<file path="src/hdl/link_pkg.sv">
// link domain definitions for the SSP side
// mode codes, phase counter and slot types, byte types,
// tag window positions and the SSP clock and frame timing
package link_pkg;

	// bit phase, one full reader-listen frame is 128 cycles
	typedef logic [6:0] phase_t;
	// position inside one 16-cycle bit
	typedef logic [3:0] slot_t;
	// one nibble of sampled bits and one byte on the SSP link
	typedef logic [3:0] nibble_t;
	typedef logic [7:0] ssp_byte_t;

	// the codes follow mod_type; anything not listed is treated as idle
	typedef enum logic [2:0] {
		mode_idle = 3'd0,
		mode_reader_listen = 3'd3,
		mode_sniffer = 3'd4
	} hf_mode_t;

	// tag detection window placement
	localparam slot_t listen_window_start = 4'd4;
	localparam slot_t sniff_sync_offset = 4'd3;
	// slot where the reader and tag bits are taken
	localparam slot_t bit_sample_slot = 4'd0;

	// ----------------------------------------------------------
	// SSP timing
	// ----------------------------------------------------------
	// sniffer link, clock is adc_clk/8 and frame is adc_clk/64
	localparam logic [2:0] sniff_clk_high = 3'd0;
	localparam logic [2:0] sniff_clk_low = 3'd4;
	localparam logic [5:0] sniff_frame_high = 6'd0;
	localparam logic [5:0] sniff_frame_low = 6'd8;
	localparam logic [5:0] sniff_load_pos = 6'd63;
	// every other mode, clock is adc_clk/16 and frame is adc_clk/128
	localparam slot_t link_clk_high = 4'd0;
	localparam slot_t link_clk_low = 4'd8;
	localparam phase_t link_frame_high = 7'd7;
	localparam phase_t link_frame_low = 7'd23;

endpackage

</file>
<file path="src/hdl/sample_pkg.sv">
// sample domain definitions for the receive path
// ADC sample and filter types, Schmitt trigger levels,
// reader pause run lengths and the tag edge threshold
package sample_pkg;

	// ----------------------------------------------------------
	// data types
	// ----------------------------------------------------------

	// one unsigned ADC sample of the rectified field
	typedef logic [7:0] adc_sample_t;
	// signed output of the derivative filter, wide enough for 3*255 either way
	typedef logic signed [10:0] filt_t;
	// run counters of the deep modulation detector
	typedef logic [2:0] deep_cnt_t;
	typedef logic [7:0] quiet_cnt_t;

	// state of the reader's carrier as seen by the pause detector
	typedef enum logic {
		carrier_idle,
		carrier_modulated
	} carrier_state_t;

	// ----------------------------------------------------------
	// thresholds
	// ----------------------------------------------------------

	// Schmitt trigger levels; samples in between keep the last decision
	localparam adc_sample_t hyst_high = 8'd16;
	localparam adc_sample_t hyst_low = 8'd8;
	// a reader pause is this many zero samples in a row
	localparam int deep_run = 8;
	// reader activity ends after this many nonzero samples in a row
	localparam int quiet_run = 256;
	// smallest filter magnitude that counts as a load modulation edge
	localparam filt_t edge_threshold = 11'sd5;

endpackage
</file>
<file path="src/hdl/rx_if.sv">
// rx_if interface between the two demodulators and the SSP framer
// carrier state, reader activity, tag bit and the shared bit phase
interface rx_if
	import link_pkg::*;
();

	// Schmitt trigger output, 1 while the field is present
	logic carrier_on;
	// single cycle pulse at the end of a reader pause
	logic carrier_rise;
	// the reader is currently sending
	logic reader_active;
	// load modulation seen during the last window
	logic tag_bit;
	// free running bit phase from the framer
	phase_t phase;

	// the reader side produces everything about the field itself
	modport reader (
		output carrier_on,
		output carrier_rise,
		output reader_active
	);

	// the tag side syncs its window to the reader's pauses
	modport tag (
		input  carrier_rise,
		input  reader_active,
		input  phase,
		output tag_bit
	);

	modport framer (
		input  carrier_on,
		input  reader_active,
		input  tag_bit,
		output phase
	);

endinterface

</file>
<file path="src/hdl/hi_iso14443a.sv">
// ISO14443-A receive front end, top level
// reader and tag demodulators joined to the SSP framer
module hi_iso14443a
	import sample_pkg::*, link_pkg::*;
(
	input  logic        adc_clk,
	input  logic        fdt_reset,
	input  adc_sample_t adc_d,
	input  hf_mode_t    mod_type,
	output logic        ssp_clk,
	output logic        ssp_frame,
	output logic        ssp_din
);

	// shared demodulator state and the bit phase
	rx_if rx ();

	// ----------------------------------------------------------
	// demodulators
	// ----------------------------------------------------------
	// reader pauses come from the field level alone
	reader_demod u_reader_demod (
		.adc_clk   (adc_clk),
		.fdt_reset (fdt_reset),
		.adc_d     (adc_d),
		.rx        (rx.reader)
	);

	// tag load modulation needs the mode for its window timing
	tag_demod u_tag_demod (
		.adc_clk   (adc_clk),
		.fdt_reset (fdt_reset),
		.adc_d     (adc_d),
		.mod_type  (mod_type),
		.rx        (rx.tag)
	);

	// ----------------------------------------------------------
	// host link
	// ----------------------------------------------------------
	ssp_framer u_ssp_framer (
		.adc_clk   (adc_clk),
		.fdt_reset (fdt_reset),
		.mod_type  (mod_type),
		.rx        (rx.framer),
		.ssp_clk   (ssp_clk),
		.ssp_frame (ssp_frame),
		.ssp_din   (ssp_din)
	);

endmodule

</file>
<file path="src/hdl/ssp_framer.sv">
// SSP framer toward the host
// free running bit phase, reader and tag bit sampling, sniffer byte
// assembly and shift, SSP clock, frame and data for each mode
module ssp_framer
	import link_pkg::*;
(
	input  logic     adc_clk,
	input  logic     fdt_reset,
	input  hf_mode_t mod_type,
	rx_if.framer     rx,
	output logic     ssp_clk,
	output logic     ssp_frame,
	output logic     ssp_din
);

	phase_t phase;
	slot_t slot;
	logic sniff;
	nibble_t reader_hist;
	nibble_t tag_hist;
	ssp_byte_t sniff_byte;
	logic listen_bit;

	// ----------------------------------------------------------
	// bit phase
	// ----------------------------------------------------------
	// 128 cycles hold a full byte at the slow rate; wraps on its own
	always_ff @(posedge adc_clk)
	begin
		if (fdt_reset)
			phase <= '0;
		else
			phase <= phase + 7'd1;
	end

	assign rx.phase = phase;
	assign slot = phase[3:0];
	assign sniff = (mod_type == mode_sniffer);

	// ----------------------------------------------------------
	// bit sampling
	// ----------------------------------------------------------
	// one reader bit and one tag bit per 16 cycles, four of each per byte
	always_ff @(posedge adc_clk)
	begin
		if (slot == bit_sample_slot)
		begin
			reader_hist <= {reader_hist[2:0], rx.carrier_on};
			tag_hist <= {tag_hist[2:0], rx.tag_bit};
		end
	end

	// in reader-listen mode one tag bit is held for a whole bit time
	always_ff @(posedge adc_clk)
	begin
		if (fdt_reset)
			listen_bit <= 1'b0;
		else if (slot == bit_sample_slot)
			listen_bit <= rx.tag_bit;
	end

	// ----------------------------------------------------------
	// sniffer byte
	// ----------------------------------------------------------
	// the byte loads one cycle before the frame starts and then shifts at
	// twice the bit rate, so 8 bits leave in one 64 cycle frame
	always_ff @(posedge adc_clk)
	begin
		if (fdt_reset)
			sniff_byte <= '0;
		else if (sniff)
		begin
			if (phase[5:0] == sniff_load_pos)
			begin
				// while the reader talks the tag half is only noise from its pauses
				if (rx.reader_active)
					sniff_byte <= {reader_hist, 4'h0};
				else
					sniff_byte <= {reader_hist, tag_hist};
			end
			else if (phase[2:0] == sniff_clk_high && phase[5:0] != sniff_frame_high)
			begin
				// the first bit of the frame must stay put for its full clock
				sniff_byte <= {sniff_byte[6:0], 1'b0};
			end
		end
	end

	// ----------------------------------------------------------
	// SSP clock and frame
	// ----------------------------------------------------------
	// the host takes data on the falling clock edge
	always_ff @(posedge adc_clk)
	begin
		if (fdt_reset)
		begin
			ssp_clk <= 1'b0;
			ssp_frame <= 1'b0;
		end
		else if (sniff)
		begin
			if (phase[2:0] == sniff_clk_high)
				ssp_clk <= 1'b1;
			else if (phase[2:0] == sniff_clk_low)
				ssp_clk <= 1'b0;

			if (phase[5:0] == sniff_frame_high)
				ssp_frame <= 1'b1;
			else if (phase[5:0] == sniff_frame_low)
				ssp_frame <= 1'b0;
		end
		else
		begin
			if (slot == link_clk_high)
				ssp_clk <= 1'b1;
			else if (slot == link_clk_low)
				ssp_clk <= 1'b0;

			// frame straddles the first falling clock edge of the byte
			if (phase == link_frame_high)
				ssp_frame <= 1'b1;
			else if (phase == link_frame_low)
				ssp_frame <= 1'b0;
		end
	end

	// data source by mode, zero when nothing is being sent
	always_comb
	begin
		case (mod_type)
			mode_sniffer:
				ssp_din = sniff_byte[7];
			mode_reader_listen:
				ssp_din = listen_bit;
			default:
				ssp_din = 1'b0;
		endcase
	end

	// the host aligns bytes on a frame rise, which must meet a high clock
	frame_rise_on_clk: assert property (@(posedge adc_clk) disable iff (fdt_reset)
		$rose(ssp_frame) && $past(mod_type) == mode_sniffer |-> ssp_clk)
		else $error("sniffer frame rose while ssp_clk was low");

endmodule

</file>
<file path="src/hdl/tag_demod.sv">
// tag side demodulator
// sample history and derivative filter, per window tracking of the
// steepest edges, the tag bit decision and the window placement
module tag_demod
	import sample_pkg::*, link_pkg::*;
(
	input  logic        adc_clk,
	input  logic        fdt_reset,
	input  adc_sample_t adc_d,
	input  hf_mode_t    mod_type,
	rx_if.tag           rx
);

	adc_sample_t prev_1;
	adc_sample_t prev_2;
	adc_sample_t prev_3;
	adc_sample_t prev_4;
	logic [9:0] older_sum;
	logic [9:0] newer_sum;
	filt_t filt;
	filt_t pos_max;
	filt_t neg_min;
	slot_t slot;
	slot_t window_start;
	logic window_end;

	// ----------------------------------------------------------
	// derivative filter
	// ----------------------------------------------------------
	// four samples back are enough for the five tap kernel
	always_ff @(posedge adc_clk)
	begin
		prev_4 <= prev_3;
		prev_3 <= prev_2;
		prev_2 <= prev_1;
		prev_1 <= adc_d;
	end

	// kernel is 2, 1, 0, -1, -2 from oldest to newest sample
	// so a falling level gives a positive output and a rising one a negative
	assign older_sum = {1'b0, prev_4, 1'b0} + {2'b00, prev_3};
	assign newer_sum = {1'b0, adc_d, 1'b0} + {2'b00, prev_1};
	assign filt = filt_t'({1'b0, older_sum}) - filt_t'({1'b0, newer_sum});

	// ----------------------------------------------------------
	// window placement
	// ----------------------------------------------------------
	assign slot = rx.phase[3:0];

	// when listening as a reader our own pauses fix the answer timing,
	// when sniffing we lock to the end of the other reader's pause
	always_ff @(posedge adc_clk)
	begin
		if (fdt_reset)
			window_start <= '0;
		else
		begin
			case (mod_type)
				mode_reader_listen:
					window_start <= listen_window_start;
				mode_sniffer:
					if (rx.carrier_rise && rx.reader_active)
						window_start <= slot - sniff_sync_offset;
				default:
					window_start <= window_start;
			endcase
		end
	end

	assign window_end = (slot == window_start);

	// ----------------------------------------------------------
	// modulation detector
	// ----------------------------------------------------------
	// a modulated bit has both a falling and a rising edge inside the window,
	// the order does not matter
	always_ff @(posedge adc_clk)
	begin
		if (fdt_reset)
		begin
			rx.tag_bit <= 1'b0;
			pos_max <= '0;
			neg_min <= '0;
		end
		else if (window_end)
		begin
			rx.tag_bit <= (pos_max > edge_threshold) && (neg_min < -edge_threshold);
			pos_max <= '0;
			neg_min <= '0;
		end
		else if (filt > 0)
		begin
			if (filt > pos_max)
				pos_max <= filt;
		end
		else if (filt < neg_min)
		begin
			neg_min <= filt;
		end
	end

	extremes_keep_sign: assert property (@(posedge adc_clk) disable iff (fdt_reset)
		(pos_max >= 0) && (neg_min <= 0))
		else $error("edge extremes crossed zero");

endmodule

</file>
<file path="src/hdl/reader_demod.sv">
// reader side demodulator
// Schmitt trigger on the ADC samples, rising edge detect,
// and the deep modulation FSM that marks reader activity
module reader_demod
	import sample_pkg::*;
(
	input  logic        adc_clk,
	input  logic        fdt_reset,
	input  adc_sample_t adc_d,
	rx_if.reader        rx
);

	logic carrier_prev;
	logic sample_zero;
	carrier_state_t state;
	deep_cnt_t zero_cnt;
	quiet_cnt_t quiet_cnt;

	// ----------------------------------------------------------
	// Schmitt trigger
	// ----------------------------------------------------------
	// the reader modulates 100%, so the field is either there or not;
	// the hysteresis keeps slow ramps of the carrier from toggling it
	always_ff @(posedge adc_clk)
	begin
		if (fdt_reset)
		begin
			rx.carrier_on <= 1'b1;
			carrier_prev <= 1'b1;
		end
		else
		begin
			if (adc_d >= hyst_high)
				rx.carrier_on <= 1'b1;
			else if (adc_d < hyst_low)
				rx.carrier_on <= 1'b0;
			carrier_prev <= rx.carrier_on;
		end
	end

	// end of a pause is where the tag's answer is timed from
	assign rx.carrier_rise = rx.carrier_on & ~carrier_prev;

	// ----------------------------------------------------------
	// deep modulation FSM
	// ----------------------------------------------------------
	assign sample_zero = (adc_d == '0);

	// both counters saturate at their last value so a long run holds
	always_ff @(posedge adc_clk)
	begin
		if (fdt_reset)
		begin
			state <= carrier_idle;
			zero_cnt <= '0;
			quiet_cnt <= '0;
		end
		else
		begin
			if (sample_zero)
			begin
				quiet_cnt <= '0;
				if (zero_cnt != deep_cnt_t'(deep_run - 1))
					zero_cnt <= zero_cnt + 3'd1;
			end
			else
			begin
				zero_cnt <= '0;
				if (quiet_cnt != quiet_cnt_t'(quiet_run - 1))
					quiet_cnt <= quiet_cnt + 8'd1;
			end

			case (state)
				// a pause of eight zero samples means a reader is talking
				carrier_idle:
					if (sample_zero && zero_cnt == deep_cnt_t'(deep_run - 1))
						state <= carrier_modulated;
				// a long steady carrier means it went quiet, likely waiting for the tag
				carrier_modulated:
					if (!sample_zero && quiet_cnt == quiet_cnt_t'(quiet_run - 1))
						state <= carrier_idle;
				default:
					state <= carrier_idle;
			endcase
		end
	end

	assign rx.reader_active = (state == carrier_modulated);

	// a rise pulse needs the carrier on and a sample at or above the upper level
	// one cycle before it
	rise_follows_high_sample: assert property (@(posedge adc_clk) disable iff (fdt_reset)
		rx.carrier_rise |-> rx.carrier_on && $past(adc_d) >= hyst_high)
		else $error("carrier_rise without a sample at or above the upper threshold");

endmodule

</file>
<file path="config.mk">
export PLATFORM = sky130hd
export DESIGN_NAME = hi_iso14443a
export DESIGN_NICKNAME = d
export VERILOG_FILES = /design/src/hdl/link_pkg.sv /design/src/hdl/sample_pkg.sv /design/src/hdl/rx_if.sv /design/src/hdl/hi_iso14443a.sv /design/src/hdl/ssp_framer.sv /design/src/hdl/tag_demod.sv /design/src/hdl/reader_demod.sv
export SDC_FILE = /design/constraint.sdc
export NUM_CORES = 1
export LEC_CHECK = 0
export CORE_UTILIZATION = 64
export DETAILED_ROUTE_END_ITERATION = 6
export DONT_BUFFER_PORTS = 1
export PLACE_DENSITY = 0.8
export SKIP_LAST_GASP = 1
export SLEW_MARGIN = 20
export SYNTH_ARGS = -nofsm -noshare
export SYNTH_HDL_FRONTEND = slang
export SYNTH_HIERARCHICAL = 1
export SYNTH_SLANG_ARGS = --single-unit
</file>
<file path="constraint.sdc">
create_clock -name adc_clk -period 6.2 [get_ports adc_clk]
set_input_delay 0.62 -clock adc_clk [delete_from_list [all_inputs] [get_ports adc_clk]]
set_output_delay 0.62 -clock adc_clk [all_outputs]
set_load 0.03 [all_outputs]
</file>
# [Word level (Yosys, flattened, before mapping)]
# Cells that the tools add are included.
# Widths: inputs -> output; s select.
[totals] regBits=99 inputBits=13 out_inout_bits=3 word_cells=99
[classes] addsub=7 n_lt_le_gt_ge=7 eq_ne=16 mux=19 bitwise=5 n_reduce_logical=25
[ops] cell="$add 9x8->10" count=2
[ops] cell="$mux 8" count=2
[ops] cell="$mux 1" count=12
[ops] cell="$reduce_and 2->1" count=6
[ops] cell="$gt 11x1->1 const B" count=1
[ops] cell="$gt 11x11->1" count=1
[ops] cell="$gt 11x4->1 const B" count=1
[ops] cell="$lt 11x11->1" count=1
[ops] cell="$lt 11x4->1 const B" count=1
[ops] cell="$sub 10x10->11" count=1
[ops] cell="$eq 3x3->1 const B" count=3
[ops] cell="$ne 3x3->1 const B" count=3
[ops] cell="$add 8x1->8 const B" count=1
[ops] cell="$eq 8x8->1 const B" count=1
[ops] cell="$ge 8x5->1 const B" count=1
[ops] cell="$logic_not 8->1" count=1
[ops] cell="$lt 8x4->1 const B" count=1
[ops] cell="$mux 4" count=2
[ops] cell="$ne 8x8->1 const B" count=1
[ops] cell="$pmux 4 s2" count=1
[ops] cell="$reduce_or 2->1" count=4
[ops] cell="$add 7x1->7 const B" count=1
[ops] cell="$eq 7x3->1 const B" count=1
[ops] cell="$eq 7x5->1 const B" count=1
[ops] cell="19 further kinds" count=29

# [Depth between registers and ports, before layout]
# Gate-level depths: netlist (run 1).
[logic_depth] ltp_word=5 depth_mapped=21 depth_no_buf=19

# [Cells and area by module]
# Netlist (run 1), hierarchy kept.
[modules_own_cells] module="tag_demod" instances=1 cells_per_inst=376 area_each_um2=3494.6 seq_area_each_um2=1181.1
[modules_own_cells] module="ssp_framer" instances=1 cells_per_inst=111 area_each_um2=1151.1 seq_area_each_um2=600.6
[modules_own_cells] module="reader_demod" instances=1 cells_per_inst=76 area_each_um2=699.4 seq_area_each_um2=280.3

# [Least setup slack after synthesis (run 1)]
# OpenSTA, ideal clock, no wires.
[synth_timing] kind="input to register" startpoint="input adc_d[1]" endpoint="register u_tag_demod.pos_max[0]" setup_time_ns=0.079 arrival_ns=5.193 required_time_ns=6.121 path_slack_ns=0.928 stages=17 n_path_buf=0 cell_sequence="fa_1 fa_1 inv_1 ha_1 and4_1 o21ai_0 or4b_1 o311ai_1 ha_1 nand4_1 a21oi_1 or3_1 a2111oi_0 nand3_1 a21o_4 o211a_1 a211oi_2"
[synth_via] elab_chain_cells=4 elab_cells_between_ends=5 classes_between="2 x add/sub; 2 x order compare; 1 x reduce/logical"
[synth_lines] element="from (decl)" line="hi_iso14443a.sv:8" text="input adc_sample_t adc_d,"
[synth_lines] element="$add 9x8->10 *" line="tag_demod.sv:42" text="assign newer_sum = {1'b0, adc_d, 1'b0} + {2'b00, prev_1};"
[synth_lines] element="$sub 10x10->11 *" line="tag_demod.sv:43" text="assign filt = filt_t'({1'b0, older_sum}) - filt_t'({1'b0, newer_sum});"
[synth_lines] element="named net u_tag_demod.filt[5]" line="tag_demod.sv:20" text="filt_t filt;"
[synth_lines] element="$gt 11x11->1 / $gt 11x1->1 (equally long branches)" line="tag_demod.sv:93, tag_demod.sv:91"
[synth_lines] element="$reduce_and 2->1 (no line) *"
[synth_lines] element="to (signal assigned)" line="tag_demod.sv:94" text="pos_max <= filt;"
[synth_lines] element="to (decl)" line="tag_demod.sv:21" text="filt_t pos_max;"
# Mark *: on every way through the listed nets, which the timed path passes. The rest lies on a longest branch.
# A chain may end at the register's enable or synchronous reset.

# [Worst setup path after layout (run 1)]
[layout_timing] startpoint="register u_tag_demod.prev_3[2]" endpoint="register u_tag_demod.pos_max[8]"
[layout_via] elab_chain_cells=4 elab_cells_between_ends=5 classes_between="2 x add/sub; 2 x order compare; 1 x reduce/logical"
[layout_lines] element="from (decl)" line="tag_demod.sv:16" text="adc_sample_t prev_3;"
[layout_lines] element="from (signal assigned)" line="tag_demod.sv:34" text="prev_3 <= prev_2;"
[layout_lines] element="$add 9x8->10 *" line="tag_demod.sv:41" text="assign older_sum = {1'b0, prev_4, 1'b0} + {2'b00, prev_3};"
[layout_lines] element="$sub 10x10->11 *" line="tag_demod.sv:43"
[layout_lines] element="named net u_tag_demod.filt[5]" line="tag_demod.sv:20"
[layout_lines] element="$gt 11x11->1 / $gt 11x1->1 (equally long branches)" line="tag_demod.sv:93, tag_demod.sv:91"
[layout_lines] element="$reduce_and 2->1 (no line) *"
# Marks and branches as above.

==> results of run 1 <==
==> through the flow <==
step	utilization (%)	power (mW)	worst slack (ps)	instance area, um^2
after floorplan	-	1.49	928	5350
after global placement	68.4	1.69	847	5400
after detailed placement	68.4	1.74	467	5400
after CTS	70.8	2.13	734	5580
after global routing	70.8	2.29	236	5580
final	70.8	2.15	666	5580
==> power by group <==
group          total (mW)  leakage, nW  internal [mW]  switching (mW)
logic                1.00         1.29          0.377           0.626
registers           0.752        0.821          0.703          0.0493
clock network       0.389       0.0978          0.154           0.236
==> layout by cell type, fill, tap and decap left out, types with 6 or more instances in the layout <==
master / n
a211oi_1: 6
a21o_1: 7
a21oi_1: 41
a311oi_1: 6
buf_4: 6
clkbuf_8: 9
dfxtp_1: 91
edfxtp_1: 8
fa_1: 13
ha_1: 38
inv_1: 60
mux2i_1: 10
nand2_1: 15
nand3_1: 35
nand4_1: 13
nor2_1: 25
nor2b_1: 9
nor3_1: 15
o211ai_1: 11
o21ai_0: 23
xnor2_1: 7
xor2_1: 11
==> cells by family (layout without fill, tap and decap cells) <==
logic type               count (synthesis)  count (layout)  synth area share (%)
AND/OR/NAND/NOR                        165             165                  18.6
flip-flops                              99              99                  38.6
buffers and inverters                   84              83                  6.55
AO/OA/AOI/OAI                          136             136                  17.7
XOR/XNOR                                18              18                  2.95
adder cells (fa/ha/maj)                 51              51                  13.8
multiplexers                            10              10                  1.87
==> metal layers <==
metal  part of all wire [%]  GRT usage, %
met5                      0             0
met4                    2.1          10.1
met3                    4.2          5.04
met2                     50          47.7
met1                     43          31.5
==> worst max-delay path: stages, from the launching register on <==
cell and delay [ps]:
dfxtp_1 330, inv_1 50, fa_1 460, fa_1 520, inv_1 40, ha_1 340
and4_1 250, o21ai_0 240, or4b_1 470, o311ai_1 130, ha_1 310, nand4_1 210
a21oi_1 60, or3_1 400, a2111oi_0 590, nand3_1 310, a21o_4 300, nor2_2 260
o211ai_1 140
==> flip-flops by register name (all words and copies together) (netlist names), 3 cells and up <==
| signal | cells |
|---|---|
| u_tag_demod/prev_2 | 8 |
| u_reader_demod/zero_cnt | 3 |
| u_reader_demod/quiet_cnt | 8 |
| u_tag_demod/pos_max | 11 |
| u_tag_demod/neg_min | 11 |
| u_tag_demod/prev_1 | 8 |
| u_ssp_framer/tag_hist | 4 |
| u_ssp_framer/reader_hist | 4 |
| u_tag_demod/window_start | 4 |
| u_tag_demod/prev_4 | 8 |
| u_ssp_framer/sniff_byte | 8 |
| u_tag_demod/prev_3 | 8 |
| u_ssp_framer/rx.phase | 7 |
==> cell type report <==
cell class,instances,area (um^2),area share [%]
Clock buffer,9,124,2.22
Clock inverter,7,58.8,1.05
Inverter,61,229,4.10
Multi-Input combinational cell,380,2940,52.6
Sequential cell,99,2060,36.9
Tap cell,102,128,2.29
Timing Repair Buffer,6,45.0,0.807
==> path summary, 6_finish.rpt <==
| check | start | end | slack [ps] | cells after the start |
|---|---|---|---|---|
| min | adc_d[4] | u_tag_demod/prev_1[4] | 260 | 0 |
| max | u_tag_demod/prev_3[2] | u_tag_demod/pos_max[8] | 670 | 18 |
| min reg2reg | u_tag_demod/prev_2[0] | u_tag_demod/prev_3[0] | 340 | 0 |
| max reg2reg | u_tag_demod/prev_3[2] | u_tag_demod/pos_max[8] | 670 | 18 |
==> synthesized netlist by cell type (6+ instances only) <==
cell type  instances
dfxtp_1           91
inv_1             60
a21oi_1           41
ha_1              38
nand3_1           35
nor2_1            26
o21ai_0           23
nand2_1           15
nor3_1            15
fa_1              13
nand4_1           13
o211ai_1          11
xor2_1            11
clkbuf_1          10
mux2i_1           10
nor2b_1            9
edfxtp_1           8
a21o_1             7
xnor2_1            7
a211oi_1           6
a311oi_1           6
buf_2              6
==> impl_results.md, run 1 <==
* Outcome: finished, final reports clean
* DRC Markers at 0
* Max cap viols at 0
* Die Ht at 93.4 um
* P_leak at 2.21 nW
* Hold WC Path Type: primary input to flop
* Hold Fails Final Rpt at 0
* Routability Congestion at 0.980
* First-pass GRT wire length at 18.3 mm
* # IOs at 16
* Initial antenna violation count at 0
* Req. time, crit path at 6450 ps
* Diodes inserted at 0
* CTS sink count at 99
* CTS clk-pin slew, worst paths at 100 ps
* Setup Skew at 15.1 ps
* Initial drt markers at 192
* Setup TNS at 0 ps
* Mapped Cells at 563
* Die width at 93.4 um
* EDFF count, synth at 8
* Detail Route Antenna Nets at 0
* Hold Slack at 260 ps
* Vias in the first global route at 4017
* GR Util All Layers at 26.7%
* Register area share after synthesis at 38.6%
* Row count at 32
* Setup CP Type: flop to flop
* Fin cells at 664
* Slew at the pin closest to its max-slew limit at 952 ps
* Cts hold-fix bufs at 0
* Post_cts resized at 0
* P&R area growth vs syn at 4.42%
* Largest net degree at the start of global routing at 37
* Count of cell types in the netlist at 80
* Clock period minus worst slack at 5530 ps
* Synth area leader: dfxtp_1
* CP Launch Type: flop
* Largest fanout on the critical path at 7
* Initial Util at 67.8%
* Clock Tree Root: clkbuf_8
* Tcrit/Tclk final at 89.3%
* Share of post-route cells with drive strength above 1 at 8.90%
* Synth Register Bits at 99
* Relative slew slack at 35.9%
* IO buf count at 0
* CTS H-tree depth at 3
* Filler cells at 611
* Setup-failing EPs final at 0
* Postcts setup bufs at 0
* Cts bufs inserted at 9
* Max Buffers Root-to-Sink at 2
* Cells after DPL at 648
* RSZ-0062 raised after global routing: false
* Wire per inst at 16.2 um
* Final Slew Violations at 0
* Die ar. at 8720 um^2
* Post-Route WL at 10.8 mm
* Ys async rst share at 0%
* Via total after detailed routing at 4127
* Routed vias/inst at 6.22
* Top-area cell type share of the netlist area at 34.1%
* Dpl hpwl at 7.83 mm
* Synthesized cell area at 5350 um^2
* Mapped Nets at 627
* Prevailing post-synth register cell: dfxtp_1
* Maximum vdd ir drop at 342 uV
* CP endpoint kind: flop
* Initial DRT Pass Iterations at 5
* Syn_area_per_cell at 9.49 um^2
* Yosys warns at 6
* CTS tree: built
* Clock Latency Late Sink at 370 ps
* Grt ovf at 0
* Fmax at 181 MHz
* Power Density at 384 nW/um^2
* Critical path arrival at 5790 ps
* Core area at 7890 um^2
* Nets at 621
* Top post-synthesis cells by area: dfxtp_1 (34%), ha_1 (8.9%), fa_1 (4.9%), edfxtp_1 (4.5%), inv_1 (4.2%)
No activity file was read; power rests on OpenSTA's default activity.
==> run 2: changes to the inputs <==
CORE_UTILIZATION = 44   (was 64)
PLACE_DENSITY = unset   (was 0.8)
==> run 2 against run 1 <==
Against the previous run:
- wire length increased by 4.4%
- via count decreased by 0.97%
- die area rose by 44%
- sequential power barely moved
- total power is 5.4% higher
- sequential share of layout area decreased by 0.93 points
- critical path depth unchanged
- critical path type unchanged
- worst hold slack better by 26 ps
==> impl_results.md, run 2 (synthesis gave the netlist of run 1 again) <==
* Fin cells at 706
* GR Util All Layers at 19.4%
* Most frequent cells in the layout: dfxtp_1 (91), inv_1 (60), a21oi_1 (41)
* Setup-failing EPs final at 0
* Clock Tree Root: clkbuf_16
* DR WL met3 at 416 um
* Met2 wire len at 5.35 mm
* Sw Ratio at 40.3%
* RSZ-0062 raised after global routing: false
* Setup Skew at 7.18 ps
* CP Launch Type: flop
* Clock period minus worst slack at 5370 ps
* Register share of total power at 33.3%
* Clk network pwr share at 23.3%
* Wire per inst at 15.9 um
* Slew at the pin closest to its max-slew limit at 961 ps
* CTS tree: built
* Nets at 622
* Post-Route WL at 11.2 mm
* Row count at 39
* Dpl hpwl at 8.01 mm
* Largest fanout on the critical path at 8
* Die Ht at 112 um
* Cts bufs inserted at 9
* Grt ovf at 0
* Tcrit/Tclk final at 86.5%
* M1 WL at 5.25 mm
* P_int at 1.35 mW
* CTS sink count at 99
* Detail Route Antenna Nets at 0
* WP buf/inv at 2
* Register Area at 2060 um^2
* Setup TNS at 0 ps
* CTS H-tree depth at 3
* Cells after DPL at 690
* P&R area growth vs syn at 7.12%
* Vias in the first global route at 4081
* Setup CP Type: flop to flop
* Critical path arrival at 5630 ps
* Final Slew Violations at 0
* Via total after detailed routing at 4087
* Die width at 112 um
* IO buf count at 0
* Comb power frac at 43.4%
* Cts hold-fix bufs at 0
* Req. time, crit path at 6460 ps
* Fmax at 186 MHz
* Slowest CP cell: fa_1
* CTS clk-pin slew, worst paths at 70 ps
* Hold Fails Final Rpt at 0
* Routed vias/inst at 5.79
* Max incr delay on CP at 510 ps
* Max cap viols at 0
* Clock Latency Late Sink at 360 ps
* Initial DRT Pass Iterations at 5
* Post_cts resized at 0
* Hold WC Path Type: primary input to flop
* Initial Util at 46.0%
* DRC Markers at 0
* CP top delay family: compound AO/OA/AOI/OAI gates
* Power Density at 395 nW/um^2
* Core area at 11600 um^2
* Max Buffers Root-to-Sink at 2
* Routability Congestion at 0.840
* Filler cells at 1115
* Postcts setup bufs at 0
* Diodes inserted at 0
* Initial antenna violation count at 0
* Share of post-route cells with drive strength above 1 at 8.53%
* Die ar. at 12600 um^2
* Largest net degree at the start of global routing at 37
* First-pass GRT wire length at 19.2 mm
* Relative slew slack at 35.3%
* CP endpoint kind: flop
* Area occupied by multi-input gates at 2930 um^2
* P_leak at 2.24 nW
* # IOs at 16
* Maximum vdd ir drop at 236 uV
* Initial drt markers at 220
* Top Registers: u_tag_demod/neg_min x11, u_tag_demod/pos_max x11
* Commonest non-fill, non-tap cell in the layout: dfxtp_1
* Outcome: finished, final reports clean
* Worst-path cell chain: inv_1 > fa_1 > fa_1 > inv_1 > ha_1 > and4_1 > o21ai_0 > or4b_1 > o311ai_1 > ha_1 > nand4_1 > a21oi_1 > or3_1 > a2111oi_0 > nand3_1 > a21oi_2 > a211oi_1 > a211oi_1
* Top Layer Used: met4
* Net Switching at 912 uW
[run 2: stage by stage]
stage	power, mW	hold slack [ps]	worst slack (ps)	area [um^2]	util (%)
6_report	2.26	287	834	5730	49.3
2_1_floorplan	1.49	310	928	5350	-
5_1_grt	2.43	268	526	5730	49.3
4_1_cts	2.27	273	878	5730	49.3
3_5_place_dp	1.73	315	611	5460	47.0
3_3_place_gp	1.71	310	841	5460	47.0
[run 2: worst paths after layout]
| path | slack [ps] | from | cells after the start | endpoint |
|---|---|---|---|---|
| max | 830 | u_tag_demod/prev_3[2] | 18 | u_tag_demod/pos_max[2] |
| min | 290 | adc_d[3] | 0 | u_tag_demod/prev_1[3] |
| max reg2reg | 830 | u_tag_demod/prev_3[2] | 18 | u_tag_demod/pos_max[2] |
| min reg2reg | 330 | u_tag_demod/prev_2[5] | 0 | u_tag_demod/prev_3[5] |
[run 2: per-layer routing]
metal	global-route usage, %	vias to the layer above
li1	-	2025
met1	24.7	1969
met2	31.3	76
met3	4.59	17
met4	8.62	0
met5	0	-
[run 2: power by group through the flow]
stage	registers, mW	logic (mW)	clock network (mW)
global route	0.760	1.10	0.565
global placement	0.765	0.945	0
detailed placement	0.766	0.965	0
floorplan	0.750	0.744	0
finish	0.753	0.981	0.526
CTS	0.752	0.971	0.543
[run 2: layout make-up]
cell class,count,share of cell area (%)
Inverter,61,4.00
Clock inverter,5,0.656
Multi-Input combinational cell,380,51.2
Sequential cell,99,36.0
Clock buffer,11,4.06
Tap cell,143,3.13
Timing Repair Buffer,7,0.918
==> run 3: changes to the inputs <==
RECOVER_POWER = 50   (was unset)
==> run 3 against run 2 <==
Against the previous run:
- wire length about the same
- combinational power about the same
- worst hold slack about the same
- first-iteration DRC count unchanged
- global-route usage unchanged
- clock-buffer cell count unchanged
- total power about the same
- register-to-register slack about the same
- via count increased by 0.34%
- clock power about the same
- fmax about the same
- largest power group unchanged
==> impl_results.md, run 3 (synthesis gave the netlist of run 1 again) <==
* Gr busiest metal: met2
* Setup-failing EPs final at 0
* Met2 usage at 31.3%
* Largest fanout on the critical path at 8
* Share of post-route cells with drive strength above 1 at 8.35%
* CTS tree: built
* Routability Congestion at 0.840
* Final Slew Violations at 0
* DRC Markers at 0
* P_int at 1.35 mW
* Post_cts resized at 0
* Setup TNS at 0 ps
* Sw Ratio at 40.3%
* Nets at 622
* Initial Util at 46.0%
* Detail Route Antenna Nets at 0
* Wire per inst at 15.9 um
* Maximum vdd ir drop at 236 uV
* Max Buffers Root-to-Sink at 2
* Setup CP Type: flop to flop
* Largest net degree at the start of global routing at 37
* Critical path arrival at 5630 ps
* Top Registers: u_tag_demod/neg_min x11, u_tag_demod/pos_max x11
* RSZ-0062 raised after global routing: false
* P&R area growth vs syn at 7.05%
* Initial drt markers at 220
* Clock Tree Root: clkbuf_16
* Clock Latency Late Sink at 360 ps
* Slew at the pin closest to its max-slew limit at 968 ps
* Vias in the first global route at 4081
* Outcome: finished, final reports clean
* Relative slew slack at 34.9%
* Diodes inserted at 0
* GR Util met3 at 4.59%
* Clk network pwr share at 23.2%
* Core area at 11600 um^2
* Final core occ at 49.3%
* Max incr delay on CP at 510 ps
* Die width at 112 um
* CTS clk-pin slew, worst paths at 70 ps
* P_leak at 2.24 nW
* Dpl hpwl at 8.01 mm
* Cts bufs inserted at 9
* Via total after detailed routing at 4101
* Comb power frac at 43.4%
* Post-Route WL at 11.2 mm
* Commonest non-fill, non-tap cell in the layout: dfxtp_1
* Initial DRT Pass Iterations at 5
* Power Density at 395 nW/um^2
* Die ar. at 12600 um^2
* Worst-path cell chain: inv_1 > fa_1 > fa_1 > inv_1 > ha_1 > and4_1 > o21ai_0 > or4b_1 > o311ai_1 > ha_1 > nand4_1 > a21oi_1 > or3_1 > a2111oi_0 > nand3_1 > a21oi_2 > a211oi_1 > a211oi_1
* # IOs at 16
* Postcts setup bufs at 0
* Met1 GRT Util at 24.7%
* Net Switching at 910 uW
* GR Util All Layers at 19.4%
* IO buf count at 0
* Row count at 39
* Tcrit/Tclk final at 86.6%
* Setup Skew at 7.17 ps
* Routed vias/inst at 5.81
* Register share of total power at 33.3%
* Slowest CP cell: fa_1
* Max cap viols at 0
* Die Ht at 112 um
* Hold Fails Final Rpt at 0
* First-pass GRT wire length at 19.2 mm
* Fmax at 186 MHz
* CP endpoint kind: flop
* Grt ovf at 0
* CTS H-tree depth at 3
* Initial antenna violation count at 0
* Req. time, crit path at 6460 ps
* Cts hold-fix bufs at 0
* Most frequent cells in the layout: dfxtp_1 (91), inv_1 (60), a21oi_1 (41)
* Clock period minus worst slack at 5370 ps
* Hold WC Path Type: primary input to flop
* CP Launch Type: flop
* CTS sink count at 99
==> run 3: per-layer routing <==
metal	vias to the layer above	wire, um	share of wire [%]
met5	-	0	0
met4	0	229	2.0
met3	17	423	3.8
met2	78	5370	48
met1	1981	5220	46
li1	2025	-	-
==> run 3: critical path, delay by kind of cell (launching register included) <==
kind / cells / cell delay (ps)
fa+ha+maj: 4 / 1620
simple gates: 5 / 1590
flops: 1 / 330
compound gates: 7 / 1650
buf+inv: 2 / 90
==> run 3: area by class of cell <==
cell class,count,area [um^2]
Sequential cell,99,2060
Clock inverter,5,37.5
Clock buffer,11,233
Fill cell,1117,5890
Timing Repair Buffer,7,52.6
Multi-Input combinational cell,380,2930
Tap cell,143,179
Inverter,61,229
==> run 3: worst paths after layout <==
kind | from | to | slack [ps] | depth (start not counted)
worst max-delay path | u_tag_demod/prev_3[2] | u_tag_demod/pos_max[2] | 830 | 18
worst min-delay path | adc_d[3] | u_tag_demod/prev_1[3] | 290 | 0
worst max register to register | u_tag_demod/prev_3[2] | u_tag_demod/pos_max[2] | 830 | 18
worst min register to register | u_tag_demod/prev_2[5] | u_tag_demod/prev_3[5] | 330 | 0
==> run 3: per-stage QoR <==
| step | area (um^2) | cells | hold slack, ps | power [mW] | setup slack [ps] |
|---|---|---|---|---|---|
| floorplan | 5350 | 563 | 310 | 1.49 | 928 |
| global placement | 5460 | 690 | 310 | 1.71 | 841 |
| detailed placement | 5460 | 690 | 315 | 1.73 | 611 |
| CTS | 5730 | 706 | 273 | 2.27 | 878 |
| global route | 5720 | 706 | 268 | 2.43 | 526 |
| finish | 5720 | 706 | 287 | 2.26 | 831 |
==> run 3: power by group through the flow <==
stage | logic [mW] | clock network [mW] | registers (mW)
after floorplan | 0.744 | 0 | 0.750
after global placement | 0.945 | 0 | 0.765
after detailed placement | 0.965 | 0 | 0.766
after CTS | 0.971 | 0.543 | 0.752
after global routing | 1.10 | 0.565 | 0.760
final | 0.980 | 0.525 | 0.753
